===== config.mk =====
export PLATFORM = sky130hd
export DESIGN_NAME = addr_gen
export DESIGN_NICKNAME = d
export VERILOG_FILES = /design/src/hdl/agu_pkg.sv /design/src/hdl/addr_gen.sv
export SDC_FILE = /design/constraint.sdc
export NUM_CORES = 1
export LEC_CHECK = 0
export ABC_AREA = 1
export ABC_CLOCK_PERIOD_IN_PS = 5320
export BUFFER_PORTS_ARGS = -buffer_cell sky130_fd_sc_hd__buf_2
export CORE_MARGIN = 8
export CORE_UTILIZATION = 39
export CTS_CLUSTER_DIAMETER = 100
export CTS_CLUSTER_SIZE = 16
export DETAILED_ROUTE_END_ITERATION = 10
export HOLD_SLACK_MARGIN = 0.08
export SYNTH_ARGS = -nofsm -noshare
export SYNTH_HDL_FRONTEND = slang
export SYNTH_SLANG_ARGS = --single-unit

===== constraint.sdc =====
create_clock -name clk -period 5.32 [get_ports clk]
set_clock_uncertainty 0.1 [all_clocks]
set_input_delay 0.532 -clock clk [delete_from_list [all_inputs] [get_ports clk]]
set_output_delay 0.532 -clock clk [all_outputs]
set_load 0.03 [all_outputs]

===== src/hdl/agu_pkg.sv =====
`default_nettype none

package agu_pkg;

   localparam int mem_addr_w = 10;
   localparam int period_w   = 6;
   localparam int data_w     = 16;
   localparam int mem_depth  = 2 ** mem_addr_w;

   typedef logic [mem_addr_w-1:0] mem_addr_t;
   typedef logic [period_w-1:0]   period_t;
   typedef logic [data_w-1:0]     data_t;
   typedef logic [2:0]            cfg_idx_t;

   // shift and incr are two's complement
   typedef struct packed {
      mem_addr_t iterations;
      period_t   period;
      period_t   duty;
      period_t   delay;
      mem_addr_t start;
      mem_addr_t shift;
      mem_addr_t incr;
   } agu_cfg_t;

   // register index map
   localparam cfg_idx_t cfg_iterations = 3'd0;
   localparam cfg_idx_t cfg_period     = 3'd1;
   localparam cfg_idx_t cfg_duty       = 3'd2;
   localparam cfg_idx_t cfg_delay      = 3'd3;
   localparam cfg_idx_t cfg_start      = 3'd4;
   localparam cfg_idx_t cfg_shift      = 3'd5;
   localparam cfg_idx_t cfg_incr       = 3'd6;

endpackage

`default_nettype wire


===== src/hdl/addr_gen.sv =====
`timescale 1ns/1ps
`default_nettype none

module addr_gen import agu_pkg::*; (
   input  wire           clk,
   input  wire           rst,
   input  wire           init,
   input  wire           run,
   input  wire           pause,
   input  wire agu_cfg_t cfg,
   output mem_addr_t     addr,
   output logic          mem_en,
   output logic          done
);

   typedef enum logic {idle_s, run_s} state_t;

   state_t                   state, state_nxt;
   logic signed [period_w:0] phase, phase_nxt;  // negative while in delay
   logic signed [period_w:0] ph;
   logic signed [period_w:0] per_s, duty_s, dly_s;
   mem_addr_t                ptr, ptr_nxt, p;   // address of the next access
   mem_addr_t                iter, iter_nxt, it;
   mem_addr_t                addr_nxt;
   logic                     mem_en_q, mem_en_nxt;
   logic                     done_nxt;
   logic                     rep_req;
   logic                     go, issue, wrap, at_end, restart;

   assign per_s  = $signed({1'b0, cfg.period});
   assign duty_s = $signed({1'b0, cfg.duty});
   assign dly_s  = $signed({1'b0, cfg.delay});

   // held access is shown once pause drops
   assign mem_en = mem_en_q & ~pause;

   always_comb begin
      // init folds into the same cycle so init and run may coincide
      ph = phase;
      p  = ptr;
      it = iter;
      if (state == idle_s && init) begin
         ph = -dly_s;
         p  = cfg.start;
         it = '0;
      end

      go      = (state == run_s) || run;
      issue   = go && (ph >= 0) && (ph < duty_s);
      wrap    = (ph == per_s - 1);
      at_end  = go && wrap && (it == cfg.iterations - 1'b1);
      restart = at_end && (run || rep_req);

      state_nxt  = state;
      phase_nxt  = ph;
      ptr_nxt    = p;
      iter_nxt   = it;
      addr_nxt   = addr;
      mem_en_nxt = 1'b0;
      done_nxt   = 1'b1;

      if (go) begin
         state_nxt  = run_s;
         done_nxt   = 1'b0;
         mem_en_nxt = issue;

         if (issue) begin
            addr_nxt = p;
            if (ph == duty_s - 1)
               ptr_nxt = p + cfg.incr + cfg.shift;  // period boundary
            else
               ptr_nxt = p + cfg.incr;
         end

         if (wrap) begin
            phase_nxt = '0;
            iter_nxt  = it + 1'b1;
         end else begin
            phase_nxt = ph + 1'b1;
         end

         if (at_end) begin
            ptr_nxt  = cfg.start;
            iter_nxt = '0;
            if (restart) begin
               phase_nxt = '0;  // no delay on a repeat pass
            end else begin
               phase_nxt = -dly_s;
               state_nxt = idle_s;
               done_nxt  = 1'b1;  // high right after the last period
            end
         end
      end
   end

   always_ff @(posedge clk) begin
      if (rst) begin
         state    <= idle_s;
         phase    <= '0;
         ptr      <= '0;
         iter     <= '0;
         addr     <= '0;
         mem_en_q <= 1'b0;
         done     <= 1'b1;
      end else if (!pause) begin
         state    <= state_nxt;
         phase    <= phase_nxt;
         ptr      <= ptr_nxt;
         iter     <= iter_nxt;
         addr     <= addr_nxt;
         mem_en_q <= mem_en_nxt;
         done     <= done_nxt;
      end
   end

   // run seen while frozen on the final cycle is kept for the restart
   always_ff @(posedge clk) begin
      if (rst)
         rep_req <= 1'b0;
      else if (at_end && !pause)
         rep_req <= 1'b0;
      else if (at_end && run && state == run_s)
         rep_req <= 1'b1;
   end

endmodule

`default_nettype wire


==> impl_metrics.tcl <==
set metrics [dict create \
    layout-drive-gt1-share_pct 12.8 \
    clkLatencyLatePin_ns 0.28 \
    num-fill-cells 1336 \
    routedWlPerCell_microns 13.1 \
    core_area_sq_um 11900 \
    power.density_nw_per_um2 216 \
    status "finished, final reports clean" \
    start_util_pct 39.4 \
    cts_inserted_buffers 5 \
    cp_max_fo 37 \
    clk_pin_slew_ns 0.06 \
    maxSlewViolCount 0 \
    die_area_sq_um 15700 \
    slew_headroom_pct 31.6 \
    finalSetupViolCount 0 \
    ys_ff_latch 41 \
    ys_warn_count 0 \
    drtAntennaViolNets 0 \
    post-cts-setup-buffers 0 \
    crit_path_top_delay_cell "o21ai_0" \
    gr-usage-all-layers_pct 16.9 \
    synth-simple-area-share_pct 42.0 \
    gp_congestion 0.853 \
    antenna_found_initial 0 \
    cp_cell_sequence "inv_2 -> nand2_4 -> o21ai_0 -> ha_1 -> inv_1 -> fa_1 -> o21ai_0 -> xor2_1 -> inv_1 -> ha_1 -> nand2_1 -> inv_1 -> nand4_1 -> nand4_1 -> nand3_1 -> nor2_1 -> nor2_1 -> nand2_1 -> nand2_1 -> o21ai_1 -> nand3_1 -> a21oi_1" \
    finalCriticalPeriod_ns 4.16 \
    die_w_microns 125 \
    leakagePower_nw 2.78 \
    grt_use_met1_pct 22.4 \
    grt_max_degree 38 \
    max_stage_delay_ns 0.44 \
    clock-sinks 41 \
    grt_overflow_total 0 \
    vias 5110 \
    post-route-period-util_pct 78.2 \
    min_path_type "reg2reg" \
    crit_path_start "state" \
    rows 40 \
    timing.final.ws_setup_ns 1.16 \
    io_buffer_count 74 \
    avgSynthCellArea_sq_um 5.73 \
    cts.htree.levels 2 \
    worst_pin_slew_ns 1.02 \
    hold_viol_final 0 \
    hold_start "rep_req" \
    yosysTopAreaCell "nand2_1" \
    synth-seq-area-share_pct 17.6 \
    muxShareOfSynthArea_pct 0 \
    drv_cap 0 \
    synth-compound-area-share_pct 13.4 \
    drtIter0Drc 301 \
    syn-cell-area_sq_um 4670 \
    nets 974 \
    hold-worst-slack_ns 0.350 \
    n_antenna_cell 0 \
    synthAdderAreaFrac_pct 9.17 \
    dp_hpwl_mm 10.7 \
    worstSetupPathType "reg2reg" \
    pre_cts_ws_ns 0.983 \
    cts.hold.buffers_added 0 \
    grt_pass1_vias 4766 \
    start_kind "flip-flop" \
    clockBufferDepth 2 \
    grt_busiest_layer "met2" \
    cp-end-kind "flip-flop" \
    tritoncts "built" \
    r2r_start "state" \
    cp.arrival_ns 4.27 \
    synth_top_family_by_area "simple AND/OR/NAND/NOR gates" \
    dr.pass1.iters 5 \
    finalSetupTns_ns 0 \
    fmax_mhz 240 \
    synth_nets 910 \
    routed_via_density 4.99 \
    grt_pass1_wl_mm 22.5 \
    ctsResizeCount 0 \
    areaGrowthSynthToFinish_pct 12.9 \
    cp.required_ns 5.43 \
    finalPower_mw 1.14 \
    rsz0062_at_grt "false" \
    ys_types 37 \
    irDropWorstVdd_mv 0.133 \
    wl_mm 13.4 \
    die_h_microns 125 \
    clock-root-buffer "clkbuf_16" \
    synth-xor-area-share_pct 5.44 \
    ios 75 \
    yosysTopAreaCellShare_pct 20.6 \
    netlist_top_cells_area "nand2_1 (21%), dfxtp_1 (18%), inv_1 (9.7%)" \
    grtUsageMet2_pct 28.3 \
    drc 0 \
    use_met3_pct 2.42 \
    synth_cells 814 \
]
through the flow:
stage	util [%]	instances	cell area, sq um
CTS	44.4	1024	5270
detailed placement	43.3	1018	5140
global placement	43.3	1018	5140
floorplan	-	814	4670
global route	44.4	1024	5270
finish	44.4	1024	5270
kinds of logic (layout without fill, tap and decap cells):
| family | count (synthesis) | in the layout |
|---|---|---|
| compound gates | 117 | 117 |
| xor+xnor | 29 | 29 |
| fa+ha+maj | 33 | 33 |
| buf+inv | 147 | 210 |
| flops | 41 | 41 |
| simple gates | 447 | 447 |
Yosys cell counts:
library cell and instances:
a211oi_1 1, a21o_1 2, a21oi_1 46, a21oi_2 5
a31oi_1 4, and2_1 1, and3_1 1, buf_2 3
buf_6 3, clkbuf_1 13, clkinv_1 3, dfxtp_1 41
fa_1 2, ha_1 31, inv_1 121, inv_2 4
nand2_1 256, nand2_2 4, nand2_4 1, nand3_1 87
nand3_2 3, nand3b_1 4, nand4_1 15, nand4_4 1
nor2_1 53, nor2_2 6, nor2_4 4, nor3_1 8
nor4_1 1, o211a_1 1, o211ai_1 1, o21ai_0 53
o21ai_1 3, o21bai_1 1, or2_2 2, xnor2_1 11
xor2_1 18
layout by cell type, fill, tap and decap left out, drive strengths merged, types with 8 or more instances in the layout:
cell and count:
dfxtp 41, ha 31, nand2 261, nand4 16
xnor2 11, o21ai 56, a21oi 51, nand3 90
nor3 8, inv 125, nor2 63, buf 76
xor2 18
worst paths after layout:
| kind | cells after the start | slack (ns) | endpoint |
|---|---|---|---|
| setup / recovery | 22 | 1.16 | ptr[9] |
| hold / removal | 2 | 0.35 | rep_req |
| setup reg to reg | 22 | 1.16 | ptr[9] |
| hold reg to reg | 2 | 0.35 | rep_req |
critical path: cells and delay by family, from the launching register on:
family	cells	cell delay [ns]
flops	1	0.37
compound gates	4	1.10
fa+ha+maj	3	0.99
xor+xnor	1	0.25
simple gates	10	0.95
buf+inv	4	0.32
where the power goes:
group	total, mW	leakage (nW)	internal [mW]	switching, mW
Clock	0.289	0.0655	0.168	0.121
Combinational	0.514	2.38	0.191	0.323
Sequential	0.337	0.336	0.327	0.0103
Total	1.14	2.78	0.686	0.454
layout make-up:
class	count	area (sq um)	area share, %
tap	147	184	3.49
sequential	41	821	15.6
multi-input combinational	626	3270	62.0
inverter	128	480	9.12
clock buffer	5	125	2.37
clock inverter	1	5.00	0.0950
timing repair buffer	76	385	7.31
sequential cells by signal, indices dropped and copies added (netlist names):
register and count:
addr 10, done 1, iter 10, state 1, rep_req 1, mem_en_q 1, phase 7, ptr 10
routing by layer:
layer  up-vias  part of all wire [%]
met2        97                    45
met4         0                   1.3
li1       2737                     -
met5         -                     0
met1      2260                    50
met3        16                   3.7
Note: power is estimated with default switching activity, not from simulation.
