**config.mk**
```make
export PLATFORM = sky130hd
export DESIGN_NAME = agu_cfg_regs
export DESIGN_NICKNAME = d
export VERILOG_FILES = /design/src/hdl/agu_pkg.sv /design/src/hdl/agu_cfg_regs.sv
export SDC_FILE = /design/constraint.sdc
export NUM_CORES = 1
export LEC_CHECK = 0
export ABC_CLOCK_PERIOD_IN_PS = 1400
export BUFFER_PORTS_ARGS = -buffer_cell sky130_fd_sc_hd__buf_4
export CAP_MARGIN = 30
export CORE_ASPECT_RATIO = 0.5
export CORE_UTILIZATION = 27
export DETAILED_ROUTE_END_ITERATION = 8
export PLACE_DENSITY = 0.57
export SLEW_MARGIN = 20
export SYNTH_ARGS = -nofsm -noshare
export SYNTH_HDL_FRONTEND = slang
export SYNTH_SLANG_ARGS = --single-unit
export TNS_END_PERCENT = 20
```
**constraint.sdc**
```tcl
create_clock -name clk -period 1.4 [get_ports clk]
set_clock_uncertainty 0.1 [all_clocks]
set_input_delay 0.21 -clock clk [delete_from_list [all_inputs] [get_ports clk]]
set_output_delay 0.21 -clock clk [all_outputs]
set_load 0.03 [all_outputs]
```
**src/hdl/agu_pkg.sv**
```systemverilog
`default_nettype none

package agu_pkg;

   localparam int mem_addr_w = 10;
   localparam int period_w   = 6;
   localparam int data_w     = 16;
   localparam int mem_depth  = 2 ** mem_addr_w;

   typedef logic [mem_addr_w-1:0] mem_addr_t;
   typedef logic [period_w-1:0]   period_t;
   typedef logic [data_w-1:0]     data_t;
   typedef logic [2:0]            cfg_idx_t;

   // shift and incr are two's complement
   typedef struct packed {
      mem_addr_t iterations;
      period_t   period;
      period_t   duty;
      period_t   delay;
      mem_addr_t start;
      mem_addr_t shift;
      mem_addr_t incr;
   } agu_cfg_t;

   // register index map
   localparam cfg_idx_t cfg_iterations = 3'd0;
   localparam cfg_idx_t cfg_period     = 3'd1;
   localparam cfg_idx_t cfg_duty       = 3'd2;
   localparam cfg_idx_t cfg_delay      = 3'd3;
   localparam cfg_idx_t cfg_start      = 3'd4;
   localparam cfg_idx_t cfg_shift      = 3'd5;
   localparam cfg_idx_t cfg_incr       = 3'd6;

endpackage

`default_nettype wire

```
**src/hdl/agu_cfg_regs.sv**
```systemverilog
`timescale 1ns/1ps
`default_nettype none

module agu_cfg_regs import agu_pkg::*; (
   input  wire           clk,
   input  wire           rst,
   input  wire           cfg_we,
   input  wire cfg_idx_t cfg_idx,
   input  wire data_t    cfg_wdata,
   output agu_cfg_t      cfg
);

   // one field per write strobe, upper bits of the word dropped
   always_ff @(posedge clk) begin
      if (rst) begin
         cfg <= '0;
      end else if (cfg_we) begin
         case (cfg_idx)
            cfg_iterations: begin
               cfg.iterations <= cfg_wdata[mem_addr_w-1:0];
            end
            cfg_period: begin
               cfg.period <= cfg_wdata[period_w-1:0];
            end
            cfg_duty: begin
               cfg.duty <= cfg_wdata[period_w-1:0];
            end
            cfg_delay: begin
               cfg.delay <= cfg_wdata[period_w-1:0];
            end
            cfg_start: begin
               cfg.start <= cfg_wdata[mem_addr_w-1:0];
            end
            cfg_shift: begin
               cfg.shift <= cfg_wdata[mem_addr_w-1:0];  // signed
            end
            cfg_incr: begin
               cfg.incr <= cfg_wdata[mem_addr_w-1:0];   // signed
            end
            default: begin
               cfg <= cfg;  // index 7 unmapped
            end
         endcase
      end
   end

endmodule

`default_nettype wire

```
==> results of run 1 <==
## final timing paths
check	start	end	slack, ns	cells after the start
hold / removal	cfg_wdata[8]	cfg[18]	0.14	3
setup reg to reg	cfg[19]	cfg[19]	0.66	2
hold reg to reg	cfg[8]	cfg[8]	0.38	2
setup / recovery	cfg[52]	cfg[52]	0.25	1
## cell families after synthesis
group         synth area share (%)
buf+inv                      2.605
mux                          25.18
flops                        50.35
simple gates                 21.87
## power by group through the flow
stage,combinational [mW],clock (mW),sequential [mW]
after detailed placement,0.365,0,1.74
after CTS,0.366,2.24,1.71
after global placement,0.356,0,1.74
after global routing,0.385,2.32,1.71
final,0.361,2.19,1.71
after floorplan,0.133,0,1.81
## cell type report
cell class | instances | share of cell area, %
clock buffers | 13 | 8.027
clock inverters | 2 | 1.041
flip-flops and latches | 58 | 34.49
repair buffers | 90 | 20.07
multi-input cells | 134 | 32.22
well taps | 112 | 4.162
## tightest hold or removal path, cell delays in order
cell and delay [ns]:
buf_4 0.08, nand2b_1 0.10, mux2i_1 0.13
## through the flow
step	std cells	worst slack, ns	power, mW	util (%)	hold slack (ns)
detailed placement	394	-0.02644	2.110	37.59	0.3693
floorplan	206	0.1546	1.946	-	0.3303
finish	409	0.2549	4.263	41.34	0.1402
global placement	394	-0.01402	2.101	37.59	0.3631
CTS	409	0.2425	4.314	41.34	0.1335
global route	409	0.2093	4.417	41.34	0.1677
## layout by cell type (no fill, tap or decap)
master / Yosys / final
buf_4: 1 / 90
nand2b_1: 68 / 68
mux2i_1: 58 / 58
dfxtp_1: 58 / 58
clkbuf_16: 0 / 9
nand4b_1: 3 / 3
clkbuf_8: 0 / 3
nor4bb_1: 2 / 2
nand4bb_1: 2 / 2
or4b_1: 1 / 1
clkinv_2: 0 / 1
clkbuf_1: 10 / 1
bufinv_16: 0 / 1
## per-layer routing
layer / GRT usage, % / vias up / share of wire (%)
met5: 0 / - / 0
met4: 6.034 / 0 / 1.1
met3: 4.730 / 7 / 3.3
met2: 25.26 / 24 / 53
met1: 14.59 / 841 / 43
li1: - / 865 / -
==> flow_summary_export.csv, run 1 <==
group,metric,value,unit
setup_path,slowest_delay,0.35,ns
layout,fin_nets,315,
logic_synthesis,yosysMostFrequentCell,"nand2b_1",
timing,hold_viol,0,
logic_synthesis,synthTopCellsByCount,"68 x nand2b_1, 58 x dfxtp_1, 58 x mux2i_1",
pwr,seqPwrFrac,40.2,%
layout,design_area,3367,µm²
layout,multi_input_area,1085,µm²
setup_path,cp_max_fo,2,
timing,setup_viol,0,
floorplanning,io_pins,80,
placement,io_buffers,73,
timing,period_minus_slack,1.145,ns
clocking,cts_buffer_depth,2,
logic_synthesis,synth_seq_cells,58,
grt,antenna_found_initial,0,
grt,grt_max_degree,34,
pwr,ir_drop,0.0007378,V
routing,via_per_inst,4.247,
grt,grt-ovfl-total,0,
setup_path,critPathCaptureType,"output port",
routing,drc,0,
clocking,cts-root-buf,"clkbuf_16",
floorplanning,num_rows,23,
timing,worst_slew_margin_rel,72.84,%
setup_path,crit_family,"flip-flops",
pwr,p_leak,1.681,nW
routing,drtPass1Iterations,4,
logic_synthesis,ys.flop_type,"dfxtp_1",
layout,largestRegisters,"cfg x58",
logic_synthesis,synth_top_cell_area_share,50.35,%
layout,register_area,1161,µm²
setup_path,cp.arrival,0.84,ns
timing,drv_slew,0,
layout,syn2layout_area_growth,46.01,%
logic_synthesis,synth_cell_types,10,
routing,drt_first_iter_violations,59,
pwr,internal_power,3.363,mW
logic_synthesis,syn_area,2306,µm²
layout,drive_gt1_share,35.02,%
outcome,outcome,"finished, final reports clean",
job,drv_cap,0,
clocking,cts_buffers,9,
clocking,hold_buffers,0,
layout,diodes,0,
pwr,clock_power_share,51.4,%
setup_path,critPathSlowestCell,"dfxtp_1",
routing,post_drt_wl_per_cell,14.28,µm
placement,postPlaceCellArea,3062,µm²
routing,ant_nets,0,
routing,vias,1737,
logic_synthesis,synthesis.nets,228,
logic_synthesis,yosys_warnings,0,
floorplanning,core,8144,µm²
layout,largest_reg_flops,58,
pwr,switching_power,0.9001,mW
setup_path,worst-path-buf-inv,1,
logic_synthesis,ys_seq_area_share,50.35,%
setup_path,cp_cell_sequence,"buf_4",
floorplanning,fp.dieH,67.35,µm
placement,dp_hpwl,4229,µm
timing,worst_slew_pin_slew,0.4075,ns
grt,grt_pass1_wl,8963,µm
logic_synthesis,synth_area_leaders,"dfxtp_1 50%, mux2i_1 25%, nand2b_1 18%",
timing,fmax,873.3,MHz
grt,grt_pass1_vias,1735,
setup_path,crit_required,1.09,ns
clocking,cts.sinks,58,
logic_synthesis,postSynthCellCount,206,
placement,place.gp.congestion,0.7196,
logic_synthesis,synth_edf_count,0,
pwr,p_sw_share,21.11,%
clocking,cts_resized,0,
timing,setup_tns,0,ns
logic_synthesis,yosys.area.top_type,"dfxtp_1",
setup_path,crit_type,"flip-flop to output port",
pwr,power.density,1266,nW/µm²
clocking,cts_setup_buffers,0,
clocking,worstSkewPairLatency,0.31,ns
clocking,htree_levels,3,
layout,max_flop_register,"cfg",
logic_synthesis,syn_avg_cell_area,11.19,µm²
min_path,hold_class,"primary input to flip-flop",
timing,rsz0062_at_grt,"false",
timing,finalCritPeriodShare,81.80,%
logic_synthesis,synthArstFlopShare,0,%
routing,routed_wl,5840,µm
layout,num-fill-cells,792,
floorplanning,dieArea,8937,µm²
pwr,combPwrFrac,8.5,%
grt,track_usage,13.66,%
setup_path,setup.worst_path.start_class,"flip-flop",
floorplanning,die_w,132.7,µm
clocking,tritoncts,"yes",
clocking,clk_pin_slew,0.05,ns
floorplanning,start_util,28.31,%
Note: power is estimated with default switching activity, not from simulation.
==> run 2, diff against run 1 <==
ABC_CLOCK_PERIOD_IN_PS = 1100   (was 1400)
clock period = 1.1 ns   (was 1.4 ns; I/O delays follow)
==> run 2 against run 1 <==
  * Global-route usage shrank 0.11 points
  * Sequential cell count unchanged
  * Worst setup slack worse by 0.23 ns
  * Die area is the same
  * Core utilization grew 3.1 points
  * Final area grew 7.6%
  * First-iteration DRC count decreased by 1.7%
  * Highest routed layer unchanged
==> flow_summary_export.csv, run 2 (same netlist as run 1, synthesis figures left out) <==
group,metric,value,unit
setup_path,cp.arrival,0.81,ns
timing,drv_slew,0,
routing,routed_wl,5740,µm
setup_path,setup.worst_path.start_class,"flip-flop",
routing,post_drt_wl_per_cell,13.70,µm
floorplanning,die_w,132.7,µm
clocking,clk_pin_slew,0.05,ns
layout,num-fill-cells,759,
floorplanning,num_rows,23,
clocking,cts_setup_buffers,0,
grt,grt_pass1_wl,9025,µm
routing,drt_first_iter_violations,58,
clocking,tritoncts,"yes",
layout,drive_gt1_share,48.86,%
routing,drtPass1Iterations,4,
clocking,htree_levels,3,
grt,grt-ovfl-total,0,
placement,place.gp.congestion,0.6716,
timing,worst_slew_margin_rel,73.36,%
min_path,hold_class,"primary input to flip-flop",
clocking,cts-root-buf,"clkbuf_16",
grt,grt_max_degree,32,
clocking,cts_buffer_depth,2,
timing,hold_viol,0,
setup_path,cp_max_fo,2,
timing,fmax,927.3,MHz
setup_path,critPathCaptureType,"output port",
layout,fin_nets,324,
placement,dp_hpwl,4257,µm
setup_path,slowest_delay,0.34,ns
clocking,cts_buffers,9,
layout,largest_reg_flops,58,
floorplanning,core,8144,µm²
placement,io_buffers,73,
layout,layout_commonest_cell,"nand2b_1",
timing,finalCritPeriodShare,98.04,%
grt,grt_util_met3,4.354,%
grt,antenna_found_initial,0,
timing,worst_slew_pin_slew,0.3996,ns
outcome,outcome,"finished, final reports clean",
clocking,cts.sinks,58,
routing,vias,1766,
layout,largestRegisters,"cfg x58",
layout,max_flop_register,"cfg",
setup_path,worst-path-buf-inv,1,
routing,ant_nets,0,
timing,setup_tns,0,ns
setup_path,crit_type,"flip-flop to output port",
job,drv_cap,0,
grt,grtUsageMet2,25.39,%
layout,syn2layout_area_growth,57.08,%
grt,track_usage,13.56,%
floorplanning,fp.dieH,67.35,µm
timing,rsz0062_at_grt,"true",
setup_path,critPathSlowestCell,"dfxtp_1",
floorplanning,io_pins,80,
setup_path,crit_required,0.83,ns
timing,setup_viol,0,
floorplanning,dieArea,8937,µm²
pwr,p_leak,1.762,nW
floorplanning,start_util,28.31,%
setup_path,crit_family,"flip-flops",
routing,drc,0,
setup_path,cp_cell_sequence,"buf_4",
grt,grt_util_met1,14.58,%
routing,via_per_inst,4.215,
timing,whs,0.09720,ns
layout,diodes,0,
grt,gr-max-usage-layer,"met2",
clocking,worstSkewPairLatency,0.31,ns
grt,grt_pass1_vias,1809,
layout,layout_common_cells,"68 x nand2b_1, 58 x mux2i_1, 54 x buf_4",
pwr,power.density,1415,nW/µm²
pwr,ir_drop,0.0007686,V
timing,period_minus_slack,1.078,ns
-- run 2: repair_timing --
item | CTS | global route
setup endpoints to repair | 20 | 35
hold endpoints to repair | 0 | 0
resized for setup | 30 | 51
hold buffers | 0 | 0
pin swaps | 0 | 0
-- run 2: layout make-up --
cell class	count	area (µm²)	area share, %
clock inverters	3	15.01	0.4145
multi-input cells	134	1089	30.05
repair buffers	99	920.9	25.42
flip-flops and latches	58	1207	33.33
clock buffers	13	250.2	6.908
well taps	112	140.1	3.869
-- run 2: final timing paths --
check / startpoint / end / slack (ns) / cells past startpoint
setup / recovery: cfg[49] / cfg[49] / 0.02 / 1
hold / removal: cfg_wdata[8] / cfg[56] / 0.1 / 3
setup reg to reg: cfg[18] / cfg[18] / 0.37 / 2
hold reg to reg: cfg[40] / cfg[40] / 0.37 / 2
-- run 2: worst register-to-register path: cells and delay by family, from the launching register on --
kind	cells	cell delay [ns]
simple gates	1	0.07
mux	1	0.14
flops	1	0.35
-- run 2: report_power, final --
group | total (mW) | leakage (nW) | internal [mW] | switching (mW)
registers | 2.19 | 0.487 | 2.16 | 0.0335
logic | 0.505 | 1.14 | 0.255 | 0.250
clock network | 2.43 | 0.133 | 1.57 | 0.860
total | 5.13 | 1.76 | 3.98 | 1.14
-- run 2: routing by layer --
layer / wire, µm / vias to the layer above
met4: 59 / 0
met5: 0 / -
met3: 186 / 6
met1: 2426 / 848
li1: - / 884
met2: 3068 / 28
-- run 2: through the flow --
step           cell area (µm²)  util, %  std cells  worst slack (ns)  total power, mW
3_5_place_dp              3146    38.62        403           -0.2411            2.710
6_report                  3622    44.48        419           0.02155            5.126
5_1_grt                   3622    44.48        419          -0.01439            5.323
3_3_place_gp              3146    38.62        403           -0.2264            2.702
4_1_cts                   3498    42.96        419         0.0005456            5.187
2_1_floorplan             2313        -        206          -0.07333            2.478
